[config.mk]
export PLATFORM = sky130hd
export DESIGN_NAME = rv32_core
export DESIGN_NICKNAME = d
export VERILOG_FILES = /design/src/rv32_core_pkg.sv /design/src/rv32_core.sv /design/src/rv32_decode.sv /design/src/rv32_execute.sv /design/src/rv32_fetch.sv /design/src/rv32_regfile.sv
export SDC_FILE = /design/constraint.sdc
export NUM_CORES = 2
export LEC_CHECK = 0
export BUFFER_PORTS_ARGS = -buffer_cell sky130_fd_sc_hd__buf_2
export CAP_MARGIN = 40
export CORE_MARGIN = 10
export CORE_UTILIZATION = 35
export DETAILED_ROUTE_END_ITERATION = 8
export PLACE_DENSITY = 0.48
export SYNTH_ARGS = -nofsm -noshare
export SYNTH_HDL_FRONTEND = slang
export SYNTH_SLANG_ARGS = --single-unit
export TNS_END_PERCENT = 50
[constraint.sdc]
create_clock -name clk -period 10.56 [get_ports clk]
set_input_delay 1.056 -clock clk [delete_from_list [all_inputs] [get_ports clk]]
set_output_delay 1.056 -clock clk [all_outputs]
set_load 0.03 [all_outputs]
[src/rv32_core_pkg.sv]
package rv32_core_pkg;

  localparam int xlen = 32;

  typedef logic [4:0]      reg_addr_t;
  typedef logic [xlen-1:0] word_t;

  // addi x0, x0, 0 marks an empty stage
  localparam word_t nop_word = 32'h00000013;

  // Major opcodes
  localparam logic [6:0] op_lui    = 7'b0110111;
  localparam logic [6:0] op_auipc  = 7'b0010111;
  localparam logic [6:0] op_jal    = 7'b1101111;
  localparam logic [6:0] op_jalr   = 7'b1100111;
  localparam logic [6:0] op_branch = 7'b1100011;
  localparam logic [6:0] op_load   = 7'b0000011;
  localparam logic [6:0] op_store  = 7'b0100011;
  localparam logic [6:0] op_imm    = 7'b0010011;
  localparam logic [6:0] op_reg    = 7'b0110011;

  // Branch forms
  localparam logic [2:0] f3_beq  = 3'b000;
  localparam logic [2:0] f3_bne  = 3'b001;
  localparam logic [2:0] f3_blt  = 3'b100;
  localparam logic [2:0] f3_bge  = 3'b101;
  localparam logic [2:0] f3_bltu = 3'b110;
  localparam logic [2:0] f3_bgeu = 3'b111;

  // Load forms
  localparam logic [2:0] f3_lb  = 3'b000;
  localparam logic [2:0] f3_lh  = 3'b001;
  localparam logic [2:0] f3_lw  = 3'b010;
  localparam logic [2:0] f3_lbu = 3'b100;
  localparam logic [2:0] f3_lhu = 3'b101;

  // Store forms
  localparam logic [2:0] f3_sb = 3'b000;
  localparam logic [2:0] f3_sh = 3'b001;
  localparam logic [2:0] f3_sw = 3'b010;

  typedef struct packed {
    logic [6:0] funct7;
    reg_addr_t  rs2;
    reg_addr_t  rs1;
    logic [2:0] funct3;
    reg_addr_t  rd;
    logic [6:0] opcode;
  } r_fmt_t;

  typedef struct packed {
    logic [11:0] imm;
    reg_addr_t   rs1;
    logic [2:0]  funct3;
    reg_addr_t   rd;
    logic [6:0]  opcode;
  } i_fmt_t;

  typedef struct packed {
    logic [6:0] imm_hi;
    reg_addr_t  rs2;
    reg_addr_t  rs1;
    logic [2:0] funct3;
    logic [4:0] imm_lo;
    logic [6:0] opcode;
  } s_fmt_t;

  typedef struct packed {
    logic       imm12;
    logic [5:0] imm10_5;
    reg_addr_t  rs2;
    reg_addr_t  rs1;
    logic [2:0] funct3;
    logic [3:0] imm4_1;
    logic       imm11;
    logic [6:0] opcode;
  } b_fmt_t;

  typedef struct packed {
    logic [19:0] imm;
    reg_addr_t   rd;
    logic [6:0]  opcode;
  } u_fmt_t;

  typedef struct packed {
    logic       imm20;
    logic [9:0] imm10_1;
    logic       imm11;
    logic [7:0] imm19_12;
    reg_addr_t  rd;
    logic [6:0] opcode;
  } j_fmt_t;

  // One instruction word, six ways to read it
  typedef union packed {
    r_fmt_t r_fmt;
    i_fmt_t i_fmt;
    s_fmt_t s_fmt;
    b_fmt_t b_fmt;
    u_fmt_t u_fmt;
    j_fmt_t j_fmt;
  } instr_u;

  typedef enum logic [3:0] {
    alu_add, alu_sub, alu_sll, alu_slt, alu_sltu,
    alu_xor, alu_srl, alu_sra, alu_or, alu_and
  } alu_op_e;

  typedef enum logic [1:0] {op1_rs1, op1_pc, op1_zero} op1_sel_e;

  typedef enum logic [1:0] {wb_alu, wb_mem, wb_pc4} wb_sel_e;

  typedef struct packed {
    logic       reg_write;
    logic       mem_read;
    logic       mem_write;
    logic       branch;
    logic       jump;
    logic       is_jalr;
    logic       op2_imm;
    alu_op_e    alu_op;
    op1_sel_e   op1_sel;
    wb_sel_e    wb_sel;
    logic [2:0] funct3;
  } ctrl_t;

  typedef struct packed {
    word_t pc;
    word_t instr;
  } fd_t;

  typedef struct packed {
    word_t     pc;
    ctrl_t     ctrl;
    reg_addr_t rd;
    word_t     rs1_val;
    word_t     rs2_val;
    word_t     imm;
    logic      valid;
  } de_t;

  typedef struct packed {
    logic      we;
    reg_addr_t rd;
    word_t     data;
  } wb_t;

  typedef struct packed {
    logic  taken;
    word_t target;
  } redirect_t;

endpackage

[src/rv32_core.sv]
module rv32_core import rv32_core_pkg::*; (
  input  logic       clk,
  input  logic       rst,
  output word_t      instr_addr,
  input  word_t      instr_rdata,
  output word_t      data_addr,
  output word_t      data_wdata,
  output logic [3:0] data_we,
  output logic       data_re,
  input  word_t      data_rdata
);

  fd_t       fd;
  de_t       de;
  wb_t       wb;
  redirect_t redirect;
  logic      stall;
  logic      load_in_ex;

  rv32_fetch u_fetch (
    .clk         (clk),
    .rst         (rst),
    .stall       (stall),
    .redirect    (redirect),
    .instr_addr  (instr_addr),
    .instr_rdata (instr_rdata),
    .fd          (fd)
  );

  rv32_decode u_decode (
    .clk        (clk),
    .rst        (rst),
    .fd         (fd),
    .wb         (wb),
    .load_in_ex (load_in_ex),
    .redirect   (redirect),
    .stall      (stall),
    .de         (de)
  );

  // Memory access and register write happen here
  rv32_execute u_execute (
    .de         (de),
    .redirect   (redirect),
    .wb         (wb),
    .load_in_ex (load_in_ex),
    .data_addr  (data_addr),
    .data_wdata (data_wdata),
    .data_we    (data_we),
    .data_re    (data_re),
    .data_rdata (data_rdata)
  );

endmodule

[src/rv32_decode.sv]
module rv32_decode import rv32_core_pkg::*; (
  input  logic      clk,
  input  logic      rst,
  input  fd_t       fd,
  input  wb_t       wb,
  input  logic      load_in_ex,
  input  redirect_t redirect,
  output logic      stall,
  output de_t       de
);

  instr_u    ins;
  ctrl_t     ctrl;
  word_t     imm;
  logic      valid;
  logic      use_rs1;
  logic      use_rs2;
  reg_addr_t rs1;
  reg_addr_t rs2;
  reg_addr_t rd;
  word_t     imm_i;
  word_t     imm_s;
  word_t     imm_b;
  word_t     imm_u;
  word_t     imm_j;
  word_t     rf_rd1;
  word_t     rf_rd2;
  logic      fwd_rs1;
  logic      fwd_rs2;
  word_t     rs1_val;
  word_t     rs2_val;

  function automatic alu_op_e alu_decode(input logic [2:0] f3, input logic alt);
    alu_op_e op;
    case (f3)
      3'b000:  op = alt ? alu_sub : alu_add;
      3'b001:  op = alu_sll;
      3'b010:  op = alu_slt;
      3'b011:  op = alu_sltu;
      3'b100:  op = alu_xor;
      3'b101:  op = alt ? alu_sra : alu_srl;
      3'b110:  op = alu_or;
      default: op = alu_and;
    endcase
    return op;
  endfunction

  assign ins = fd.instr;
  assign rs1 = ins.r_fmt.rs1;
  assign rs2 = ins.r_fmt.rs2;
  assign rd  = ins.r_fmt.rd;

  // Sign-extended immediates per format
  assign imm_i = {{20{ins.i_fmt.imm[11]}}, ins.i_fmt.imm};
  assign imm_s = {{20{ins.s_fmt.imm_hi[6]}}, ins.s_fmt.imm_hi, ins.s_fmt.imm_lo};
  assign imm_b = {{19{ins.b_fmt.imm12}}, ins.b_fmt.imm12, ins.b_fmt.imm11,
                  ins.b_fmt.imm10_5, ins.b_fmt.imm4_1, 1'b0};
  assign imm_u = {ins.u_fmt.imm, 12'h000};
  assign imm_j = {{11{ins.j_fmt.imm20}}, ins.j_fmt.imm20, ins.j_fmt.imm19_12,
                  ins.j_fmt.imm11, ins.j_fmt.imm10_1, 1'b0};

  always_comb begin
    ctrl         = '0;
    ctrl.alu_op  = alu_add;
    ctrl.op1_sel = op1_rs1;
    ctrl.wb_sel  = wb_alu;
    ctrl.funct3  = ins.r_fmt.funct3;
    imm          = imm_i;
    valid        = 1'b1;
    use_rs1      = 1'b0;
    use_rs2      = 1'b0;
    case (ins.r_fmt.opcode)
      op_lui, op_auipc: begin
        ctrl.reg_write = 1'b1;
        ctrl.op2_imm   = 1'b1;
        ctrl.op1_sel   = (ins.r_fmt.opcode == op_lui) ? op1_zero : op1_pc;
        imm            = imm_u;
      end
      op_jal, op_jalr: begin
        ctrl.reg_write = 1'b1;
        ctrl.jump      = 1'b1;
        ctrl.is_jalr   = (ins.r_fmt.opcode == op_jalr);
        ctrl.wb_sel    = wb_pc4;
        imm            = ctrl.is_jalr ? imm_i : imm_j;
        use_rs1        = ctrl.is_jalr;
      end
      op_branch: begin
        ctrl.branch = 1'b1;
        imm         = imm_b;
        use_rs1     = 1'b1;
        use_rs2     = 1'b1;
      end
      op_load: begin
        ctrl.reg_write = 1'b1;
        ctrl.mem_read  = 1'b1;
        ctrl.op2_imm   = 1'b1;
        ctrl.wb_sel    = wb_mem;
        use_rs1        = 1'b1;
      end
      op_store: begin
        ctrl.mem_write = 1'b1;
        ctrl.op2_imm   = 1'b1;
        imm            = imm_s;
        use_rs1        = 1'b1;
        use_rs2        = 1'b1;
      end
      op_imm: begin
        ctrl.reg_write = 1'b1;
        ctrl.op2_imm   = 1'b1;
        // ADDI never subtracts, so only SRAI looks at funct7
        ctrl.alu_op    = alu_decode(ins.r_fmt.funct3,
                                    (ins.r_fmt.funct3 == 3'b101) && ins.r_fmt.funct7[5]);
        use_rs1        = 1'b1;
      end
      op_reg: begin
        ctrl.reg_write = 1'b1;
        ctrl.alu_op    = alu_decode(ins.r_fmt.funct3, ins.r_fmt.funct7[5]);
        use_rs1        = 1'b1;
        use_rs2        = 1'b1;
      end
      default: valid = 1'b0;
    endcase
  end

  rv32_regfile u_regfile (
    .clk (clk),
    .rst (rst),
    .ra1 (rs1),
    .ra2 (rs2),
    .rd1 (rf_rd1),
    .rd2 (rf_rd2),
    .wb  (wb)
  );

  // Execute result overrides the stale register value
  assign fwd_rs1 = wb.we && (wb.rd != 5'd0) && (wb.rd == rs1);
  assign fwd_rs2 = wb.we && (wb.rd != 5'd0) && (wb.rd == rs2);
  assign rs1_val = fwd_rs1 ? wb.data : rf_rd1;
  assign rs2_val = fwd_rs2 ? wb.data : rf_rd2;

  // Load-use hazard holds decode for one cycle until the load reaches the register file
  assign stall = load_in_ex && (wb.rd != 5'd0) &&
                 ((use_rs1 && (wb.rd == rs1)) || (use_rs2 && (wb.rd == rs2)));

  always_ff @(posedge clk or posedge rst) begin
    if (rst) begin
      de <= '0;
    end else if (stall || redirect.taken) begin
      de.ctrl  <= '0;
      de.valid <= 1'b0;
    end else begin
      de.pc      <= fd.pc;
      de.ctrl    <= ctrl;
      de.rd      <= rd;
      de.rs1_val <= rs1_val;
      de.rs2_val <= rs2_val;
      de.imm     <= imm;
      de.valid   <= valid;
    end
  end

  // The bubble behind a load clears the hazard
  a_stall_once : assert property (
    @(posedge clk) disable iff (rst)
    stall |=> !stall
  ) else $error("load-use stall lasted more than one cycle");

endmodule

[src/rv32_execute.sv]
module rv32_execute import rv32_core_pkg::*; (
  input  de_t        de,
  output redirect_t  redirect,
  output wb_t        wb,
  output logic       load_in_ex,
  output word_t      data_addr,
  output word_t      data_wdata,
  output logic [3:0] data_we,
  output logic       data_re,
  input  word_t      data_rdata
);

  word_t       op1;
  word_t       op2;
  word_t       alu_res;
  logic        cmp_taken;
  word_t       jalr_sum;
  logic [3:0]  st_be;
  word_t       st_data;
  logic [7:0]  ld_byte;
  logic [15:0] ld_half;
  word_t       ld_data;

  always_comb begin
    case (de.ctrl.op1_sel)
      op1_pc:   op1 = de.pc;
      op1_zero: op1 = '0;
      default:  op1 = de.rs1_val;
    endcase
  end

  assign op2 = de.ctrl.op2_imm ? de.imm : de.rs2_val;

  always_comb begin
    case (de.ctrl.alu_op)
      alu_sub:  alu_res = op1 - op2;
      alu_sll:  alu_res = op1 << op2[4:0];
      alu_slt:  alu_res = {31'b0, $signed(op1) < $signed(op2)};
      alu_sltu: alu_res = {31'b0, op1 < op2};
      alu_xor:  alu_res = op1 ^ op2;
      alu_srl:  alu_res = op1 >> op2[4:0];
      alu_sra:  alu_res = word_t'($signed(op1) >>> op2[4:0]);
      alu_or:   alu_res = op1 | op2;
      alu_and:  alu_res = op1 & op2;
      default:  alu_res = op1 + op2;
    endcase
  end

  // Branch compare on the raw register values
  always_comb begin
    case (de.ctrl.funct3)
      f3_beq:  cmp_taken = (de.rs1_val == de.rs2_val);
      f3_bne:  cmp_taken = (de.rs1_val != de.rs2_val);
      f3_blt:  cmp_taken = ($signed(de.rs1_val) < $signed(de.rs2_val));
      f3_bge:  cmp_taken = ($signed(de.rs1_val) >= $signed(de.rs2_val));
      f3_bltu: cmp_taken = (de.rs1_val < de.rs2_val);
      f3_bgeu: cmp_taken = (de.rs1_val >= de.rs2_val);
      default: cmp_taken = 1'b0;
    endcase
  end

  assign jalr_sum        = de.rs1_val + de.imm;
  assign redirect.taken  = de.valid && (de.ctrl.jump || (de.ctrl.branch && cmp_taken));
  assign redirect.target = de.ctrl.is_jalr ? {jalr_sum[31:1], 1'b0} : (de.pc + de.imm);

  // Store data is replicated in every lane and the enables pick the lane
  always_comb begin
    st_be   = 4'b1111;
    st_data = de.rs2_val;
    case (de.ctrl.funct3)
      f3_sb: begin
        st_be   = 4'b0001 << alu_res[1:0];
        st_data = {4{de.rs2_val[7:0]}};
      end
      f3_sh: begin
        st_be   = alu_res[1] ? 4'b1100 : 4'b0011;
        st_data = {2{de.rs2_val[15:0]}};
      end
      default: ;
    endcase
  end

  assign data_addr  = alu_res;
  assign data_wdata = st_data;
  assign data_we    = (de.valid && de.ctrl.mem_write) ? st_be : 4'b0000;
  assign data_re    = de.valid && de.ctrl.mem_read;
  assign load_in_ex = data_re;

  // Load lane pick and extension
  assign ld_byte = data_rdata[8*alu_res[1:0] +: 8];
  assign ld_half = data_rdata[16*alu_res[1] +: 16];

  always_comb begin
    case (de.ctrl.funct3)
      f3_lb:   ld_data = {{24{ld_byte[7]}}, ld_byte};
      f3_lbu:  ld_data = {24'h000000, ld_byte};
      f3_lh:   ld_data = {{16{ld_half[15]}}, ld_half};
      f3_lhu:  ld_data = {16'h0000, ld_half};
      default: ld_data = data_rdata;
    endcase
  end

  assign wb.we = de.valid && de.ctrl.reg_write;
  assign wb.rd = de.rd;

  always_comb begin
    case (de.ctrl.wb_sel)
      wb_mem:  wb.data = ld_data;
      wb_pc4:  wb.data = de.pc + 32'd4;
      default: wb.data = alu_res;
    endcase
  end

  // Decode never marks one instruction as both load and store
  always_comb begin
    a_mem_excl : assert final (!(data_re && (data_we != 4'b0000)))
      else $error("data_we and data_re active together");
  end

endmodule

[src/rv32_fetch.sv]
module rv32_fetch import rv32_core_pkg::*; (
  input  logic      clk,
  input  logic      rst,
  input  logic      stall,
  input  redirect_t redirect,
  output word_t     instr_addr,
  input  word_t     instr_rdata,
  output fd_t       fd
);

  word_t pc;
  word_t pc_next;

  assign instr_addr = pc;

  // Redirect wins over stall, stall wins over sequence
  always_comb begin
    if (redirect.taken) begin
      pc_next = redirect.target;
    end else if (stall) begin
      pc_next = pc;
    end else begin
      pc_next = pc + 32'd4;
    end
  end

  always_ff @(posedge clk or posedge rst) begin
    if (rst) begin
      pc <= '0;
    end else begin
      pc <= pc_next;
    end
  end

  // Fetch/decode register
  always_ff @(posedge clk or posedge rst) begin
    if (rst) begin
      fd.pc    <= '0;
      fd.instr <= nop_word;
    end else if (redirect.taken) begin
      // Wrong-path word is dropped
      fd.instr <= nop_word;
    end else if (!stall) begin
      fd.pc    <= pc;
      fd.instr <= instr_rdata;
    end
  end

  // A load stall and a taken redirect come from different instructions
  a_no_stall_redirect : assert property (
    @(posedge clk) disable iff (rst)
    !(stall && redirect.taken)
  ) else $error("stall and taken redirect in the same cycle");

endmodule

[src/rv32_regfile.sv]
module rv32_regfile import rv32_core_pkg::*; (
  input  logic      clk,
  input  logic      rst,
  input  reg_addr_t ra1,
  input  reg_addr_t ra2,
  output word_t     rd1,
  output word_t     rd2,
  input  wb_t       wb
);

  // x0 has no storage
  word_t regs [1:31];

  always_ff @(posedge clk) begin
    if (wb.we && (wb.rd != 5'd0)) begin
      regs[wb.rd] <= wb.data;
    end
  end

  // Combinational reads, with same-cycle writes forwarded in decode
  assign rd1 = (ra1 == 5'd0) ? '0 : regs[ra1];
  assign rd2 = (ra2 == 5'd0) ? '0 : regs[ra2];

  // The next read of a written register returns the new value and x0 stays zero
  a_write_read : assert property (
    @(posedge clk) disable iff (rst)
    wb.we |=> (ra1 != $past(wb.rd)) ||
              (rd1 == (($past(wb.rd) == 5'd0) ? 32'd0 : $past(wb.data)))
  ) else $error("register read after write returned a wrong value");

endmodule

==> results.sh <==
export IMPL_status="completed"
export IMPL_coreArea_um2=207000
export IMPL_cp_start_kind="register"
export IMPL_synth_warnings=0
export IMPL_grt_pass1_wl_um=437000
export IMPL_post_route_util_pct=40.1
export IMPL_finalSetupViolCount=0
export IMPL_synth_area_leader_cell="edfxtp_1"
export IMPL_finalPower_mw=15.2
export IMPL_cts_htree_levels=4
export IMPL_placed_area_um2=78700
export IMPL_synthDistinctLibCells=110
export IMPL_required_ps=9500
export IMPL_routed_wl_um=314000
export IMPL_floorplan_die_height_um=477
export IMPL_clock_fmax_ghz=0.128
export IMPL_multi_input_area_um2=35200
export IMPL_clockBufferDepth=3
export IMPL_vias=56500
export IMPL_path_max_fanout=61
export IMPL_muxShareOfSynthArea_pct=20.3
export IMPL_synthArstFlopShare_pct=19.9
export IMPL_avgSynthCellArea_um2=12.4
export IMPL_ctsHoldBuffers=0
export IMPL_tritoncts="yes"
export IMPL_antenna_found_initial=14
export IMPL_synthXorXnorAreaFrac_pct=1.51
export IMPL_drcViolationCount=0
export IMPL_syn_nets=6163
export IMPL_cap_viol_max_count=0
export IMPL_first_pass_iters=9
export IMPL_max_slew_margin_rel_pct=28.0
export IMPL_hp_class="input port to asynchronous set/reset pin"
export IMPL_ir_worst_vdd_mv=0.115
export IMPL_endpoint_kind="primary output"
export IMPL_nFillCells=19600
export IMPL_io_buffer_count=166
export IMPL_syn_area_um2=73100
export IMPL_numCtsBuffers=142
export IMPL_fin_tns_setup_ps=0
export IMPL_ys_seq_area_share_pct=49.2
export IMPL_path_clk_slew_ps=70
export IMPL_crit_arrival_ps=6770
export IMPL_yosys_top_cells_area="edfxtp_1 41%, mux4_2 15%, dfrtp_1 8.4%, mux2i_1 3.7%, ha_1 3.3%"
export IMPL_dieArea_um2=228000
export IMPL_whs_ps=153
export IMPL_ant_nets=0
export IMPL_powerDensity_nw_per_um2=182
export IMPL_synth_simple_gate_area_share_pct=8.98
export IMPL_vias_per_cell=6.31
export IMPL_cts_repair_resized=0
export IMPL_nNetsFinal=6317
export IMPL_grt_pass1_vias=56000
export IMPL_worst_setup_path_type="register to primary output"
export IMPL_insertion_delay_ps=830
export IMPL_synth_edf_count=992
export IMPL_fp_row_count=167
export IMPL_post_cts_setup_buffers=0
export IMPL_regArea_um2=36000
export IMPL_hold_viol=0
export IMPL_synth_top_family_by_area="multiplexers"
export IMPL_cts_sinks=1239
export IMPL_start_util_pct=35.2
export IMPL_areaGrowthSynthToFinish_pct=14.0
export IMPL_synth_compound_area_share_pct=13.2
export IMPL_wl_per_cell_um=35.1
export IMPL_fp_dieW_um=477
export IMPL_synthAdderAreaFrac_pct=3.45
export IMPL_finalCritPeriodShare_pct=74.1
export IMPL_synth_cells=5898
export IMPL_synth_top_cell_area_share_pct=40.7
export IMPL_dp_hpwl_um=216000
export IMPL_grt_overflow_total=0
export IMPL_drt_iter0_drc=6977
export IMPL_grt_use_total_pct=26.6
export IMPL_slew_violations=0
export IMPL_grt_max_degree=175
export IMPL_post_route_min_period_ps=7820
export IMPL_ys_flop_type="edfxtp_1"
export IMPL_gp_congestion=1.05
export IMPL_worstMarginPinSlew_ps=1080
export IMPL_reg2reg_from="u_decode.de[113]$_DFF_PP0_"
export IMPL_boundaryPins=167
export IMPL_final_area_um2=83300
export IMPL_drive_gt1_share_pct=22.6
export IMPL_skew_ps=71.1
export IMPL_cp_startpoint="u_decode.de[113]$_DFF_PP0_"
export IMPL_ys_ff_latch=1239
export IMPL_rsz0062_at_grt="no"
export IMPL_leakage_nw=29.7
export IMPL_cts_root_buf="clkbuf_16"
export IMPL_rr_worst_depth=15
## through the flow
| stage | setup WS, ps | cells |
|---|---|---|
| global placement | 3240 | 8614 |
| finish | 2740 | 8952 |
| detailed placement | 3670 | 8690 |
| floorplan | 2720 | 5898 |
| global route | 2450 | 8948 |
| CTS | 2800 | 8941 |
## cell families after synthesis
logic type / Yosys count
compound gates: 1427
simple gates: 1413
flops: 1239
mux: 873
buf+inv: 621
fa+ha+maj: 199
xor+xnor: 126
## synthesized netlist by cell type (all sizes together), types with 130 or more instances
cell type / instances
a21oi: 348
a221oi: 130
buf: 137
clkbuf: 311
dfrtp: 244
edfxtp: 992
ha: 195
inv: 168
mux2i: 275
mux4: 471
nand2: 578
nor2: 310
o21ai: 324
## critical path: stages, from the launching register on
cell,delay [ps]
dfrtp_2,340
buf_4,540
mux2_2,560
inv_2,100
buf_4,610
nand2_1,750
nor4_1,460
o22a_1,330
a31oi_4,120
nand2_1,780
o21ai_0,210
a21oi_1,720
buf_2,390
## power by group
part / switching [mW] / internal, mW / leakage [nW]
Combinational: 2.90 / 1.28 / 15.5
Sequential: 0.207 / 5.88 / 12.0
Clock: 2.14 / 2.80 / 2.21
Total: 5.25 / 9.96 / 29.7
## area by class of cell
cell class	count	area share, %
well taps	2788	4.19
clock buffers	180	4.53
flip-flops and latches	1239	43.2
multi-input cells	4038	42.2
diodes	5	0.0150
repair buffers	458	4.07
inverters	173	0.789
clock inverters	71	0.963
## cells in the final DEF, fill, tap and decap left out, types with 27 or more instances in the layout
cell type	n
edfxtp_1	992
nand2_1	576
mux4_2	471
a21oi_1	347
o21ai_0	304
nor2_1	273
mux2i_1	271
dfrtp_1	232
buf_4	215
buf_2	205
ha_1	194
inv_1	163
clkbuf_16	143
a221oi_1	129
mux2_2	126
nand3_1	92
xnor2_1	79
nor3_1	78
a211oi_1	74
and2_1	61
o221ai_1	60
o211ai_1	52
a21o_1	48
xor2_1	47
a31oi_1	43
a22oi_1	43
nand4_1	42
nor4_1	38
and3_1	37
nand2b_1	32
nor2_4	32
clkbuf_1	31
o31ai_1	29
or3_1	27
## final timing paths
kind                                                              to  slack, ps
min reg2reg                             u_decode.de[123]$_DFFE_PP0P_        460
max in group asynchronous                u_decode.de[56]$_DFFE_PP0P_       8680
min in group clk                           u_fetch.fd[0]$_DFFE_PP1N_        450
max                                                       data_we[3]       2740
max reg2reg                u_decode.u_regfile.regs[24][11]$_DFFE_PP_       3890
min                                        u_fetch.fd[9]$_DFFE_PP0N_        150
## flip-flops by register name, indices dropped and copies added (netlist names)
name,cells
u_decode.de,151
u_decode.u_regfile.regs,992
u_fetch.fd,64
u_fetch.instr_addr,32
## per-layer routing
layer	part of all wire, %	GRT usage [%]	vias up
met4	8.0	17.6	14
met1	38	32.9	29100
li1	-	-	23600
met3	8.3	5.54	796
met2	45	41.9	3001
met5	0.028	0	-
No activity file was read; power rests on OpenSTA's default activity.
